## config.mk

```make
export PLATFORM = sky130hd
export DESIGN_NAME = seq_pointer_flat
export DESIGN_NICKNAME = d
export VERILOG_FILES = /design/src/verilog/seq_pkg.sv /design/src/verilog/seq_cmd_if.sv /design/src/verilog/seq_pointer.sv /design/src/flat_wrapper.sv
export SDC_FILE = /design/constraint.sdc
export NUM_CORES = 1
export LEC_CHECK = 0
export ABC_CLOCK_PERIOD_IN_PS = 1200
export BUFFER_PORTS_ARGS = -buffer_cell sky130_fd_sc_hd__buf_2
export CAP_MARGIN = 20
export CORE_MARGIN = 2
export CORE_UTILIZATION = 30
export DETAILED_ROUTE_END_ITERATION = 10
export GPL_ROUTABILITY_DRIVEN = 0
export HOLD_SLACK_MARGIN = 0.03
export PLACE_DENSITY = 0.76
export SLEW_MARGIN = 20
export SYNTH_ARGS = -nofsm -noshare
export SYNTH_HDL_FRONTEND = slang
export SYNTH_SLANG_ARGS = --single-unit
```

## constraint.sdc

```tcl
create_clock -name clk -period 1.2 [get_ports clk]
set_input_delay 0.12 -clock clk [delete_from_list [all_inputs] [get_ports clk]]
set_output_delay 0.12 -clock clk [all_outputs]
set_load 0.01 [all_outputs]
```

## src/verilog/seq_pkg.sv

```systemverilog
// Sequencer package with drive states, table entry layout and counter widths
package seq_pkg;

    // ------------------------------------------------------------------------
    // Drive states
    // ------------------------------------------------------------------------
    localparam int STATE_W = 4;             // State field width in an entry

    typedef enum logic [STATE_W-1:0] {
        RST         = 4'd0,                 // Held while host configures
        WAIT        = 4'd1,
        BACK_BIAS   = 4'd2,
        FLUSH       = 4'd3,
        AED_DETECT  = 4'd4,
        EXPOSE_TIME = 4'd5,                 // Scaled length, host repeat
        READOUT     = 4'd6,                 // Gated by ROIC even/odd
        IDLE        = 4'd7                  // Fetch and start decision
    } state_e;

    // ------------------------------------------------------------------------
    // Table entry layout
    // ------------------------------------------------------------------------
    localparam int CMD_W     = 49;          // Full entry
    localparam int FLD_W     = 16;          // Stored length and repeat

    localparam int LEN_LSB   = 0;           // Length [15:0]
    localparam int RPT_LSB   = 16;          // Repeat [31:16]
    localparam int NXT_LSB   = 32;          // Link [39:32]
    localparam int STATE_LSB = 40;          // State [43:40]
    localparam int EOF_BIT   = 44;
    localparam int SOF_BIT   = 45;
    localparam int STV_BIT   = 46;          // STV mask, active high
    localparam int CSI_BIT   = 47;          // CSI mask
    localparam int PANEL_BIT = 48;          // Panel stable, blocks exit

    // ------------------------------------------------------------------------
    // Counter widths
    // ------------------------------------------------------------------------
    // Dwell counter holds a 16 bit length shifted for expose
    localparam int LEN_W        = 19;
    localparam int RPT_W        = 32;       // Matches expose_size_i
    localparam int EXPOSE_SHIFT = 3;        // x8

endpackage
```

## src/verilog/seq_cmd_if.sv

```systemverilog
// Decoded command entry, from the table to the FSM, timer and pointer
interface seq_cmd_if #(
    parameter int ADDR_W = 8
) ();
    import seq_pkg::*;

    state_e             state;              // Drive state of the entry
    logic [FLD_W-1:0]   length;             // Stored dwell length
    logic [FLD_W-1:0]   rpt;                // Stored repeat count
    logic [ADDR_W-1:0]  next_addr;          // Link to the next entry
    logic               sof;                // Start of frame
    logic               eof;                // End of frame
    logic               stv;
    logic               csi;
    logic               panel;              // Panel stable

    // Table side drives the fields
    modport tbl (
        output state, length, rpt, next_addr,
        output sof, eof, stv, csi, panel
    );

    // Consumers only read
    modport user (
        input  state, length, rpt, next_addr,
        input  sof, eof, stv, csi, panel
    );

endinterface

```

## src/verilog/seq_pointer.sv

```systemverilog
// Table read pointer, follows entry links and redirects on a pending frame exit
module seq_pointer #(
    parameter int ADDR_W = 8
) (
    input  logic                clk,
    input  logic                fsm_rst,
    input  logic                config_done_i,  // Holds the walk at entry 0
    input  logic                load_i,         // Command starts
    input  logic                exit_i,         // Host exit request
    seq_cmd_if.user             cmd,
    output logic [ADDR_W-1:0]   raddr_o
);

    logic panel_q;                              // Running command is panel stable
    logic exit_pend;
    logic redirect;                             // Skip the stored link

    // EOF entry with a pending exit falls through to the next address
    assign redirect = load_i && cmd.eof && exit_pend;

    // ------------------------------------------------------------------------
    // Address register
    // ------------------------------------------------------------------------
    always_ff @(posedge clk or posedge fsm_rst) begin
        if (fsm_rst) begin
            raddr_o <= '0;
            panel_q <= 1'b0;
        end else if (config_done_i) begin
            raddr_o <= '0;
            panel_q <= 1'b0;
        end else if (load_i) begin
            panel_q <= cmd.panel;
            if (redirect) begin
                raddr_o <= raddr_o + 1'b1;
            end else begin
                raddr_o <= cmd.next_addr;
            end
        end
    end

    // ------------------------------------------------------------------------
    // Exit request, kept until the next end of frame
    // ------------------------------------------------------------------------
    always_ff @(posedge clk or posedge fsm_rst) begin
        if (fsm_rst) begin
            exit_pend <= 1'b0;
        end else if (config_done_i || redirect) begin
            exit_pend <= 1'b0;
        end else if (exit_i && !panel_q) begin
            exit_pend <= 1'b1;                  // Ignored while panel stable
        end
    end

endmodule

```

## src/flat_wrapper.sv

```systemverilog
// flat-port wrapper written by rule: the top's interface ports become plain ports
module seq_pointer_flat 
#(
    parameter int ADDR_W = 8
)
  (clk, fsm_rst, config_done_i, load_i, exit_i, raddr_o, cmd_state, cmd_length, cmd_rpt, cmd_next_addr, cmd_sof, cmd_eof, cmd_stv, cmd_csi, cmd_panel);
  seq_cmd_if #(.ADDR_W(ADDR_W)) cmd_i ();
  input  logic clk;
  input  logic fsm_rst;
  input  logic config_done_i;
  input  logic load_i;
  input  logic exit_i;
  output logic [ADDR_W-1:0] raddr_o;
  input wire logic [$bits(cmd_i.state)-1:0] cmd_state;
  input wire logic [$bits(cmd_i.length)-1:0] cmd_length;
  input wire logic [$bits(cmd_i.rpt)-1:0] cmd_rpt;
  input wire logic [$bits(cmd_i.next_addr)-1:0] cmd_next_addr;
  input wire logic [$bits(cmd_i.sof)-1:0] cmd_sof;
  input wire logic [$bits(cmd_i.eof)-1:0] cmd_eof;
  input wire logic [$bits(cmd_i.stv)-1:0] cmd_stv;
  input wire logic [$bits(cmd_i.csi)-1:0] cmd_csi;
  input wire logic [$bits(cmd_i.panel)-1:0] cmd_panel;
  assign cmd_i.state = cmd_state;
  assign cmd_i.length = cmd_length;
  assign cmd_i.rpt = cmd_rpt;
  assign cmd_i.next_addr = cmd_next_addr;
  assign cmd_i.sof = cmd_sof;
  assign cmd_i.eof = cmd_eof;
  assign cmd_i.stv = cmd_stv;
  assign cmd_i.csi = cmd_csi;
  assign cmd_i.panel = cmd_panel;
  seq_pointer #(.ADDR_W(ADDR_W)) u_core (.clk(clk), .fsm_rst(fsm_rst), .config_done_i(config_done_i), .load_i(load_i), .exit_i(exit_i), .cmd(cmd_i), .raddr_o(raddr_o));
endmodule
```

* Word-level counts from Yosys, hierarchy flattened
Cells that the tools add are included.
** Operators by class
- Add/sub/neg operators :: 1
- Multiplexer cells :: 7
- Reductions and logical operators :: 7
** Operators with widths (number)
- $mux 8 :: 3
- $add 8x1->8 const B :: 1
- $mux 1 :: 4
- $reduce_bool 2->1 :: 2
- $logic_and 1x1->1 :: 3
- $logic_not 1->1 :: 1
- $logic_or 1x1->1 :: 1
** Storage, ports and cells
- Bits in registers :: 10
- Input bits :: 54
- Output and inout port bits :: 8
- Word-level logic and storage cells :: 18

* Longest topological paths before layout
- Word-level depth :: 5
- Mapped depth :: 5
- Gate-level depth less buffers :: 4

* Worst setup path before layout
Ideal clock, no wire load.
- Path kind :: reg-to-reg
- Start :: register u_core.raddr_o[1]
- End :: register u_core.raddr_o[6]
- Library setup time :: 0.082 ns
- Arrival :: 1.277 ns
- Required time :: 1.118 ns
- Setup slack :: -0.159 ns
- Cell stages (with the launch flop) :: 5
- Path buffers :: 0
- Period minus slack after synthesis :: 1.359 ns
- Cell sequence :: dfrtp_1 > ha_1 > nand2_1 > or4_1 > a31oi_1
** Between the ends
- Word-level cells in the longest chain between the ends :: 4
** RTL lines
- start, declared :: RTL line seq_pointer.sv:11 : output logic [ADDR_W-1:0] raddr_o
- start signal, assigned :: RTL line seq_pointer.sv:34 : raddr_o <= raddr_o + 1'b1;
- start signal, assigned :: RTL line seq_pointer.sv:36 : raddr_o <= cmd.next_addr;
- $add 8x1->8 :: RTL line seq_pointer.sv:34
- $mux 8 :: RTL line seq_pointer.sv:33 : if (redirect) begin
- $mux 8 :: RTL line seq_pointer.sv:31 : end else if (load_i) begin
- $mux 8 :: RTL line seq_pointer.sv:28 : end else if (config_done_i) begin
Every way passes these cells. The select of a mux whose other input is x is not followed.
A chain may end at the register's enable or synchronous reset.

* Worst setup path in the final report
- Start :: register u_core.raddr_o[0]
- End :: register u_core.raddr_o[7]
The elaborated chain is that of the path after synthesis.

==> impl_results.md <==
- Synth top area cells: dfrtp_1 38%, a31oi_1 5.7%, or4_1 4.5%
- Post-synthesis sequential area ratio: 0.379
- Boundary Pins: 62
- DR iter-0 viols: 11
- # DRC: 0
- Hold Slack: around 98 ps
- Number of synthesized register bits: 10
- Post-Syn Instances: 75
- Layout cells sized above 1: 0.550
- Rows: 16
- Nets: 176
- Area of the multi-input gates: 432 um^2
- Crit path DAT: 1530 ps
- Required @ worst endpoint: 1400 ps
- Worst VDD drop: approximately 440 uV
- Setup violations, final: 6
- 1st-pass router iterations: 4
- Post-DR vias/cell: 5.46
- Remaining antenna violation count: 0
- Max Cap Violations: 0
- Via count: 803
- EDFF count, synth: 0
- Commonest non-fill, non-tap cells in the layout: 22 x buf_2, 21 x buf_4, 6 x nand2_1, 6 x a31oi_1, 6 x dfrtp_2
- Average size of a mapped cell: 8.81 um^2
- Failing checks: setup timing
- Total die area: 2590 um^2
- Pin count of the biggest net entering global routing: 11
- Initial antenna violation count: 0
- Slew @ Worst Pin: 410 ps
- Overflow after GRT: 0
- Worst Hold Class: in -> reg
- Clk buf depth: 2
- CTS buffer count: 3
- Yosys top cell area share: 0.379
- Max FO, Critical Path: 4
- Total power: approximately 0.96 mW
- Setup crit start kind: flop
- Synth unique cells: 34
- Fin Setup TNS: -588 ps
- Outcome: complete, but fails checks
- Starting Density: 0.327
- Min Tclk post-route: 1340 ps
- FF+latch area: 258 um^2
- Core ar.: 2020 um^2
- Slew Limit Fails: 0
- Crit path capture type: flop
- PortBufs: 22
- Static leakage: 0.491 nW
- WL/cell: 15.2 um
- Clk Tree Root Cell: clkbuf_4
- WS Path Type: reg -> reg
- Post-synth top flop: dfrtp_1
- Wire length of the first global-routing pass: 3280 um
- Yosys Warn Count: 0
- Clock sink count: 10
- Final period util: 1.12
- Syn nets: 130
- Final Hold Fails: 0
- Filler cells: 194
- CTS H-tree lvls: 1
- Fmax: 0.747 GHz
- Vias in the first global route: 749
- PD cells: about 910 nW/um^2
- Synth Cell Area: 661 um^2
- DP HPWL: 1510 um
- CTS tree: yes
- Die height: between 50 and 60 um
- Final Worst Setup Slack: -139 ps
- R2R Setup Slk: -140 ps
- Worst skew pair latency: 280 ps
- GR Util All Layers: 0.172
- Routed WL: 2240 um
- Area leader, netlist: dfrtp_1
- Commonest non-fill, non-tap cell in the layout: buf_2
- Slew Limit Headroom: 0.726
- Clock Skew: 5.95 ps
- Layout Area Growth over Synthesis: 61.0%
- Die Wd: 50.9 um
- Worst-path clk slew: roughly 80 ps
- Antenna fix cells: 0
- Synth async-reset ratio: 1.00
- RSZ-0062 raised after global routing: yes
[registers in the layout, summed over array words and instances, names as in the netlist]
register and flops:
u_core.panel_q 1, u_core.exit_pend 1, u_core.raddr_o 8
[where the power goes]
part	switching, mW	internal [mW]	total (mW)
registers	0.0363	0.362	0.398
clock network	0.139	0.185	0.324
logic	0.113	0.129	0.241
total	0.288	0.675	0.963
[synthesized netlist by cell type, drive strengths merged (2+ instances only)]
master / count
dfrtp: 10
nand2: 8
a31oi: 6
inv: 4
nand3: 4
or4: 4
a21oi: 3
a2bb2oi: 3
buf: 3
nor2: 3
o21ai: 3
a211oi: 2
a311oi: 2
nor2b: 2
o211ai: 2
[metrics by stage]
step / instances / worst slack, ps / instance area (um^2) / utilization
2_1_floorplan: 75 / -88.7 / 678 / -
3_3_place_gp: 138 / -96.2 / 936 / 0.463
3_5_place_dp: 138 / -127 / 936 / 0.463
4_1_cts: 145 / -136 / 1010 / 0.498
5_1_grt: 147 / -175 / 1060 / 0.526
6_report: 147 / -139 / 1060 / 0.526
[path summary, 6_finish.rpt]
path	cells after the start	start	endpoint
worst min register to register	2	u_core.panel_q	u_core.panel_q
worst min-delay path	3	cmd_panel	u_core.panel_q
min in group asynchronous	3	fsm_rst	u_core.raddr_o[0]
max in group asynchronous	3	fsm_rst	u_core.raddr_o[4]
worst max register to register	4	u_core.raddr_o[0]	u_core.raddr_o[7]
worst max-delay path	4	u_core.raddr_o[0]	u_core.raddr_o[7]
[layout make-up]
type | count | share of cell area
Timing Repair Buffer | 45 | 0.272
Clock buffer | 4 | 0.0341
Inverter | 4 | 0.0141
Tap cell | 27 | 0.0318
Sequential cell | 10 | 0.242
Multi-Input combinational cell | 57 | 0.406
[per-layer routing]
layer / vias to the layer above / wire (um) / track usage / part of all wire
met5: - / 0 / 0 / 0
met2: 33 / 1140 / 0.307 / 0.51
li1: 383 / - / - / -
met3: 10 / 73 / 0.0351 / 0.033
met1: 377 / 916 / 0.189 / 0.41
met4: 0 / 102 / 0.0946 / 0.046
[timing repair]
item / 4_1_cts / 5_1_grt
gates cloned: 0 / 0
endpoints found under the setup margin: 6 / 8
hold endpoints to repair: 10 / 0
hold buffers: 1 / 0
gates resized for setup: 4 / 10
buffers inserted: 2 / 2
pin swaps: 1 / 8
[kinds of logic (layout without fill, tap and decap cells)]
family                     count (synthesis)  count (layout)  share of synthesized area
DFF                                       10              10                      0.379
muxes                                      1               1                     0.0152
and+or+nand+nor                           32              32                      0.294
AOI/OAI and AO/OA                         23              23                      0.239
buffers and inverters                      8              53                     0.0549
adders and majority gates                  1               1                     0.0189
[worst max-delay path, cell delays in order (launching register included)]
cell and delay [ps]:
dfrtp_2 430, buf_6 120, nand3_1 90, or4_1 540, o221ai_2 80
(Power assumes the default switching activity.)
