<file path="config.mk">
export PLATFORM = sky130hd
export DESIGN_NAME = seq_dwell_timer_flat
export DESIGN_NICKNAME = d
export VERILOG_FILES = /design/src/verilog/seq_pkg.sv /design/src/verilog/seq_cmd_if.sv /design/src/verilog/seq_dwell_timer.sv /design/src/flat_wrapper.sv
export SDC_FILE = /design/constraint.sdc
export NUM_CORES = 1
export LEC_CHECK = 0
export BUFFER_PORTS_ARGS = -buffer_cell sky130_fd_sc_hd__buf_2
export CELL_PAD_IN_SITES_DETAIL_PLACEMENT = 0
export CELL_PAD_IN_SITES_GLOBAL_PLACEMENT = 1
export CORE_ASPECT_RATIO = 1.5
export CORE_MARGIN = 4
export CORE_UTILIZATION = 43
export DETAILED_ROUTE_END_ITERATION = 10
export PLACE_DENSITY_LB_ADDON = 0.1
export SLEW_MARGIN = 15
export SYNTH_ARGS = -nofsm -noshare
export SYNTH_HDL_FRONTEND = slang
export SYNTH_SLANG_ARGS = --single-unit
</file>
<file path="constraint.sdc">
create_clock -name clk -period 2.8 [get_ports clk]
set_clock_uncertainty 0.1 [all_clocks]
set_input_delay 0.14 -clock clk [delete_from_list [all_inputs] [get_ports clk]]
set_output_delay 0.14 -clock clk [all_outputs]
set_load 0.01 [all_outputs]
</file>
<file path="src/verilog/seq_pkg.sv">
// Sequencer package with drive states, table entry layout and counter widths
package seq_pkg;

    // ------------------------------------------------------------------------
    // Drive states
    // ------------------------------------------------------------------------
    localparam int STATE_W = 4;             // State field width in an entry

    typedef enum logic [STATE_W-1:0] {
        RST         = 4'd0,                 // Held while host configures
        WAIT        = 4'd1,
        BACK_BIAS   = 4'd2,
        FLUSH       = 4'd3,
        AED_DETECT  = 4'd4,
        EXPOSE_TIME = 4'd5,                 // Scaled length, host repeat
        READOUT     = 4'd6,                 // Gated by ROIC even/odd
        IDLE        = 4'd7                  // Fetch and start decision
    } state_e;

    // ------------------------------------------------------------------------
    // Table entry layout
    // ------------------------------------------------------------------------
    localparam int CMD_W     = 49;          // Full entry
    localparam int FLD_W     = 16;          // Stored length and repeat

    localparam int LEN_LSB   = 0;           // Length [15:0]
    localparam int RPT_LSB   = 16;          // Repeat [31:16]
    localparam int NXT_LSB   = 32;          // Link [39:32]
    localparam int STATE_LSB = 40;          // State [43:40]
    localparam int EOF_BIT   = 44;
    localparam int SOF_BIT   = 45;
    localparam int STV_BIT   = 46;          // STV mask, active high
    localparam int CSI_BIT   = 47;          // CSI mask
    localparam int PANEL_BIT = 48;          // Panel stable, blocks exit

    // ------------------------------------------------------------------------
    // Counter widths
    // ------------------------------------------------------------------------
    // Dwell counter holds a 16 bit length shifted for expose
    localparam int LEN_W        = 19;
    localparam int RPT_W        = 32;       // Matches expose_size_i
    localparam int EXPOSE_SHIFT = 3;        // x8

endpackage
</file>
<file path="src/verilog/seq_cmd_if.sv">
// Decoded command entry, from the table to the FSM, timer and pointer
interface seq_cmd_if #(
    parameter int ADDR_W = 8
) ();
    import seq_pkg::*;

    state_e             state;              // Drive state of the entry
    logic [FLD_W-1:0]   length;             // Stored dwell length
    logic [FLD_W-1:0]   rpt;                // Stored repeat count
    logic [ADDR_W-1:0]  next_addr;          // Link to the next entry
    logic               sof;                // Start of frame
    logic               eof;                // End of frame
    logic               stv;
    logic               csi;
    logic               panel;              // Panel stable

    // Table side drives the fields
    modport tbl (
        output state, length, rpt, next_addr,
        output sof, eof, stv, csi, panel
    );

    // Consumers only read
    modport user (
        input  state, length, rpt, next_addr,
        input  sof, eof, stv, csi, panel
    );

endinterface

</file>
<file path="src/verilog/seq_dwell_timer.sv">
// Dwell length down-counter with repeat counter, end strobe on the last cycle
module seq_dwell_timer (
    input  logic                        clk,
    input  logic                        fsm_rst,
    input  logic                        load_i,         // From IDLE
    input  logic                        run_i,          // Command state active
    input  logic [seq_pkg::RPT_W-1:0]   expose_size_i,  // Expose repeat
    seq_cmd_if.user                     cmd,
    output logic                        end_o
);
    import seq_pkg::*;

    logic               is_expose;
    logic [LEN_W-1:0]   len_ld;                 // Length to load
    logic [RPT_W-1:0]   rpt_ld;                 // Repeat to load
    logic [LEN_W-1:0]   len_q;                  // Reload value per repeat
    logic [LEN_W-1:0]   dwell_q;
    logic [RPT_W-1:0]   rpt_q;
    logic               dwell_zero;

    // ------------------------------------------------------------------------
    // Load values
    // ------------------------------------------------------------------------
    assign is_expose = (cmd.state == EXPOSE_TIME);
    assign len_ld    = is_expose ? (LEN_W'(cmd.length) << EXPOSE_SHIFT)
                                 : LEN_W'(cmd.length);
    assign rpt_ld    = is_expose ? expose_size_i : RPT_W'(cmd.rpt);

    assign dwell_zero = (dwell_q == '0);
    assign end_o      = run_i && dwell_zero && (rpt_q == '0);   // Last cycle

    always_ff @(posedge clk) begin
        if (load_i) begin
            len_q <= len_ld;
        end
    end

    // ------------------------------------------------------------------------
    // Counters, (R+1)(L+1) run cycles per command
    // ------------------------------------------------------------------------
    always_ff @(posedge clk or posedge fsm_rst) begin
        if (fsm_rst) begin
            dwell_q <= '0;
            rpt_q   <= '0;
        end else if (load_i) begin
            dwell_q <= len_ld;
            rpt_q   <= rpt_ld;
        end else if (run_i) begin
            if (!dwell_zero) begin
                dwell_q <= dwell_q - 1'b1;
            end else if (rpt_q != '0) begin
                dwell_q <= len_q;               // Next repeat
                rpt_q   <= rpt_q - 1'b1;
            end
        end
    end

endmodule

</file>
<file path="src/flat_wrapper.sv">
// flat-port wrapper written by rule: the top's interface ports become plain ports
module seq_dwell_timer_flat import seq_pkg::*;
  (clk, fsm_rst, load_i, run_i, expose_size_i, end_o, cmd_state, cmd_length, cmd_rpt, cmd_next_addr, cmd_sof, cmd_eof, cmd_stv, cmd_csi, cmd_panel);
  seq_cmd_if cmd_i ();
  input  logic clk;
  input  logic fsm_rst;
  input  logic load_i;
  input  logic run_i;
  input  logic [seq_pkg::RPT_W-1:0] expose_size_i;
  output logic end_o;
  input wire logic [$bits(cmd_i.state)-1:0] cmd_state;
  input wire logic [$bits(cmd_i.length)-1:0] cmd_length;
  input wire logic [$bits(cmd_i.rpt)-1:0] cmd_rpt;
  input wire logic [$bits(cmd_i.next_addr)-1:0] cmd_next_addr;
  input wire logic [$bits(cmd_i.sof)-1:0] cmd_sof;
  input wire logic [$bits(cmd_i.eof)-1:0] cmd_eof;
  input wire logic [$bits(cmd_i.stv)-1:0] cmd_stv;
  input wire logic [$bits(cmd_i.csi)-1:0] cmd_csi;
  input wire logic [$bits(cmd_i.panel)-1:0] cmd_panel;
  assign cmd_i.state = cmd_state;
  assign cmd_i.length = cmd_length;
  assign cmd_i.rpt = cmd_rpt;
  assign cmd_i.next_addr = cmd_next_addr;
  assign cmd_i.sof = cmd_sof;
  assign cmd_i.eof = cmd_eof;
  assign cmd_i.stv = cmd_stv;
  assign cmd_i.csi = cmd_csi;
  assign cmd_i.panel = cmd_panel;
  seq_dwell_timer u_core (.clk(clk), .fsm_rst(fsm_rst), .load_i(load_i), .run_i(run_i), .expose_size_i(expose_size_i), .cmd(cmd_i), .end_o(end_o));
endmodule
</file>
Yosys cells after proc, flatten, opt, wreduce, memory -nomap -nowiden --
Cells that the tools add are included.
Storage, ports and cells: memories kept 0, bits in latches 0, logic and storage cells 27, memory bits (writable) 0, bits in read-only memories 0, flip-flop bits (word level) 70
Cells by class: $add $sub $neg 2, shifts and indexed selects 0, div/mod/pow operators 0, equality and inequality tests 2, bitwise operators 0, multipliers 0, order comparisons 0, multiplexer cells 10, reduce and logical (&&, ||, !) cells 10
Operators with widths (count):
- $mux W32 | 5
- $mux W19 | 5
- $logic_not A32 Y1 | 1
- $reduce_bool A32 Y1 | 1
- $sub A32 B1 Y32 const B | 1
- $logic_not A19 Y1 | 1
- $sub A19 B1 Y19 const B | 1
- $reduce_bool A2 Y1 | 3
- $eq A4 B3 Y1 const B | 1
- $ne A3 B3 Y1 const B | 1
- $reduce_and A3 Y1 | 1
- $logic_and A1 B1 Y1 | 2
- $reduce_and A2 Y1 | 1

Logic depth before layout (Yosys ltp) --
depth after elaboration 5, mapped depth 10, depth with buffers taken out 8

Least setup slack after synthesis --
Ideal clock, no wire load.
path type register to register, start point register u_core.rpt_q[0], end point register u_core.dwell_q[2], data arrival time 2.205 ns, path buffers 2, period minus slack after synthesis 2.445 ns, slack 0.355 ns, setup time 0.139 ns, cell stages (with the launch flop) 11, cells stage by stage dfrtp_1 > inv_1 > ha_1 > nor4b_4 > nand4_4 > or3_4 > buf_6 > o21a_1 > buf_6 > mux2i_1 > o21ai_1
Between the ends: word-level cells in the longest chain between the ends 3
Ends and longest elaborated chain:
- start: declaration | line seq_dwell_timer.sv:18 | logic [RPT_W-1:0] rpt_q;
- start signal: assignment | line seq_dwell_timer.sv:47 | rpt_q <= rpt_ld;
- start signal: assignment | line seq_dwell_timer.sv:53 | rpt_q <= rpt_q - 1'b1;
- $reduce_bool A32 Y1 | line seq_dwell_timer.sv:51 | end else if (rpt_q != '0) begin
- $ne A3 B3 Y1 (no line)
- $reduce_and A2 Y1 (no line)
- end signal: assignment | line seq_dwell_timer.sv:46 | dwell_q <= len_ld;
- end signal: assignment | line seq_dwell_timer.sv:50 | dwell_q <= dwell_q - 1'b1;
- end signal: assignment | line seq_dwell_timer.sv:52 | dwell_q <= len_q;
- end: declaration | line seq_dwell_timer.sv:17 | logic [LEN_W-1:0] dwell_q;
Every way passes these cells. A chain may end at the register's enable or synchronous reset.

Final worst setup path --
start point register u_core.rpt_q[0], end point output end_o
Between the ends: word-level cells in the longest chain between the ends 2
Ends and longest elaborated chain:
- $logic_not A32 Y1 | line seq_dwell_timer.sv:30 | assign end_o = run_i && dwell_zero && (rpt_q == '0);
- $logic_and A1 B1 Y1 | line seq_dwell_timer.sv:30
- end: declaration | line flat_wrapper.sv:10 | output logic end_o;
Every way passes these cells.

==> summary.md <==
## Global route
• **met3 demand-to-capacity share in global routing** 3.185%
• **met2 track demand over resource** 34.78%
• **vias in the first global route** 3831
• **global route hottest layer** met2
• **number of antenna violations at the first check in global routing** 0
• **GRT Overall Usage** 19.19%
• **maximum number of pins on one net before global-route repair** 79
• **total global routing overflow** 0
• **met1 Track Usage GR** 22.41%
• **first-pass GRT wire length** 18.59 mm

## Pwr
• **Max rail drop VDD** 0.3452 mV
• **power per unit of standard cell area** 538.6 nW/um^2
• **Final Power** 3.043 mW
• **LEAKAGE** 2.259 nW

## Routing
• **routed wirelength normalized by instance count** 16.52 um
• **number of optimization iterations in the first detailed-route pass** 4
• **number of DRC markers after the initial detailed-route iteration** 151
• **wirelength, routed** 11.23 mm
• **Antenna Violating Nets Remaining** 0
• **DR vias/cell** 5.601
• **Post-route DRC** 0
• **number of vias in the routed layout** 3809

## Cells and area
• **area growth from synthesis to final layout** 27.32%
• **fin nets** 646
• **number of inserted diodes** 0
• **count of fill cells added during filler insertion** 906
• **post-route core utilization** 55.75%
• **share of layout cells above drive strength 1** 26.29%

## Clock tree
• **CTS H-tree lvls** 3
• **CTS clk-pin slew, worst paths** 0.06 ns
• **clock latency reported for the late side of the worst-skew pair** 0.34 ns
• **Root Buffer Master** clkbuf_16
• **TritonCTS clock tree** yes
• **postcts setup bufs** 0
• **number of buffers created by CTS** 9
• **Clock Sinks** 70
• **Longest Clk Path Bufs** 2

## Die
• **starting utilization of the core area** 43.79%
• **floorplan core area** 10130 um^2
• **number of I/O pins** 86
• **FP Rows** 45
• **die footprint** 12040 um^2
• **width of the die** 90.95 um
• **overall die height** 132.4 um

## Outcome
• **run status** finished, final reports clean

## Placed design
• **estimated wirelength of the detail-placed design** 7.968 mm
• **routability-driven placement congestion ratio** 0.7827
• **quantity of I/O buffers inserted on ports** 72

## Logic synthesis
• **sequential element share of the synthesized area** 41.61%
• **number of warnings printed during yosys synthesis** 0
• **cell types with the largest area share after synthesis** dfrtp_1 29%, edfxtp_1 13%, xor2_1 6.7%
• **combined area of all synthesized cells** 4438 um^2
• **area share of the largest cell type after synthesis** 28.76%
• **Post-synth top flop** dfrtp_1
• **number of synthesized register bits** 70
• **asr flop ratio synth** 72.86%
• **number of nets produced by synthesis** 540
• **number of synthesized flops with an enable pin** 19
• **count of cell types in the netlist** 58
• **mean post-synth cell area** 9.819 um^2
• **Mapped Cells** 452
• **library cell occupying the most area in the post-synthesis netlist** dfrtp_1

## Timing
• **Relative slew margins** 43.00%
• **transition time of the tightest slew-check pin** 0.8550 ns
• **RSZ-0062 raised after global routing** no
• **final sum of negative setup slack** 0 ns
• **post-layout minimum cycle time** 2.643 ns
• **number of failing hold endpoints at the final stage** 0
• **Finish-stage setup viols** 0
• **crit share post-route** 94.40%
• **final number of max-transition violations** 0
• **maximum operating frequency** 378.3 MHz

## Min path
• **worst hold start** cmd_rpt[11]
• **hold crit path type** input port to flip-flop

## Critical path
• **Worst Setup Path Type** flip-flop to output port
• **arrival time reported for the critical path endpoint** 2.40 ns
• **endpoint class of the critical path** output port
• **setup slack of the worst register-to-register path** 0.20 ns
• **FF-to-FF Start** u_core.rpt_q[0]
• **CP startpoint** u_core.rpt_q[0]
• **critical-path maximum fanout** 26
• **required time at the endpoint of the critical path** 2.56 ns
• **Setup crit start kind** flip-flop

## Run
• **max-cap violations** 0

==> sequential cells by signal, summed over array words and instances, names as in the netlist <==
| register | cells |
|---|---|
| u_core.dwell_q | 19 |
| u_core.len_q | 19 |
| u_core.rpt_q | 32 |
==> what timing repair did <==
action / CTS / global route
gates resized for setup: 0 / 3
hold buffers: 25 / 0
endpoints found under the setup margin: 0 / 1
hold endpoints to repair: 45 / 0
==> critical path, stage by stage, from the launching register on <==
cell and delay (ns):
dfrtp_1 0.40, inv_1 0.11, ha_1 0.18, nor4b_4 0.27, nand4_4 0.14, or3_4 0.44, buf_8 0.19, nor3_2 0.17
buf_2 0.17
==> final timing paths <==
check / endpoint / cells after the start
max: end_o / 8
min: u_core.rpt_q[11] / 3
max reg2reg: u_core.dwell_q[14] / 8
min reg2reg: u_core.dwell_q[13] / 1
max in group asynchronous: u_core.dwell_q[11] / 4
min in group asynchronous: u_core.rpt_q[9] / 3
==> cells by family (layout without fill, tap and decap cells) <==
| group | Yosys count | after routing | share of synthesized area, % |
|---|---|---|---|
| AND/OR/NAND/NOR | 171 | 171 | 22.47 |
| AO/OA/AOI/OAI | 86 | 86 | 13.08 |
| flip-flops | 70 | 70 | 41.61 |
| XOR/XNOR | 41 | 41 | 8.091 |
| multiplexers | 41 | 41 | 9.698 |
| adder cells (fa/ha/maj) | 3 | 3 | 0.8459 |
| buffers and inverters | 40 | 151 | 4.201 |
==> placed cells by master (no fill, tap or decap), types with 8 or more instances in the layout <==
cell and count:
nand4_1 11, dlygate4sd3_1 25, nor4_1 8, a31oi_1 10, mux2_2 16, nand3_1 25
o21ai_0 10, nor3_1 11, edfxtp_1 19, xor2_1 34, buf_4 25, inv_1 9
and2_1 8, nand4b_1 8, nand2_1 28, nor2_1 42, a21oi_1 25, dfrtp_1 51
clkbuf_16 9, buf_2 72, mux2i_1 25
==> power breakdown <==
part	total [mW]	leakage [nW]	internal (mW)	switching [mW]
registers	1.24	0.812	1.14	0.0983
clock network	1.37	0.168	0.919	0.447
logic	0.438	1.28	0.222	0.217
total	3.04	2.26	2.28	0.762
==> cell usage after synthesis, types with 3 or more instances <==
| cell type | instances |
|---|---|
| a2111oi_0 | 7 |
| a21oi_1 | 25 |
| a311o_1 | 7 |
| a31oi_1 | 10 |
| and2_1 | 8 |
| buf_2 | 8 |
| buf_6 | 3 |
| clkbuf_1 | 16 |
| dfrtp_1 | 51 |
| edfxtp_1 | 19 |
| ha_1 | 3 |
| inv_1 | 10 |
| mux2_2 | 16 |
| mux2i_1 | 25 |
| nand2_1 | 28 |
| nand3_1 | 25 |
| nand3b_1 | 3 |
| nand4_1 | 11 |
| nand4b_1 | 8 |
| nor2_1 | 42 |
| nor2b_1 | 4 |
| nor3_1 | 12 |
| nor4_1 | 8 |
| nor4_4 | 3 |
| o211ai_1 | 6 |
| o21ai_0 | 10 |
| o21ai_1 | 4 |
| o31ai_1 | 3 |
| xnor2_1 | 7 |
| xor2_1 | 34 |
==> cell type report <==
| cell class | count | area, um^2 | share of cell area (%) |
|---|---|---|---|
| Sequential cell | 70 | 1847 | 32.68 |
| Clock inverter | 5 | 105.1 | 1.860 |
| Tap cell | 117 | 146.4 | 2.591 |
| Multi-Input combinational cell | 342 | 2425 | 42.91 |
| Clock buffer | 11 | 252.7 | 4.473 |
| Inverter | 11 | 41.29 | 0.7307 |
| Timing Repair Buffer | 124 | 833.3 | 14.75 |
==> metal layers <==
metal / part of all wire (%) / routed length [um]
met3: 2.8 / 310
met5: 0 / 0
met4: 2.0 / 227
met2: 53 / 6003
met1: 42 / 4691
==> metrics by stage <==
stage	cell area (um^2)	cells	worst slack [ns]	hold slack [ns]
after floorplan	4438	452	0.3554	0.1525
after global placement	5030	639	0.2573	0.1377
after detailed placement	5030	639	0.1894	0.1465
after CTS	5638	680	0.006001	0.003393
after global routing	5650	680	0.006062	0.03238
final	5650	680	0.1567	0.001961
No activity file was read; power rests on OpenSTA's default activity.
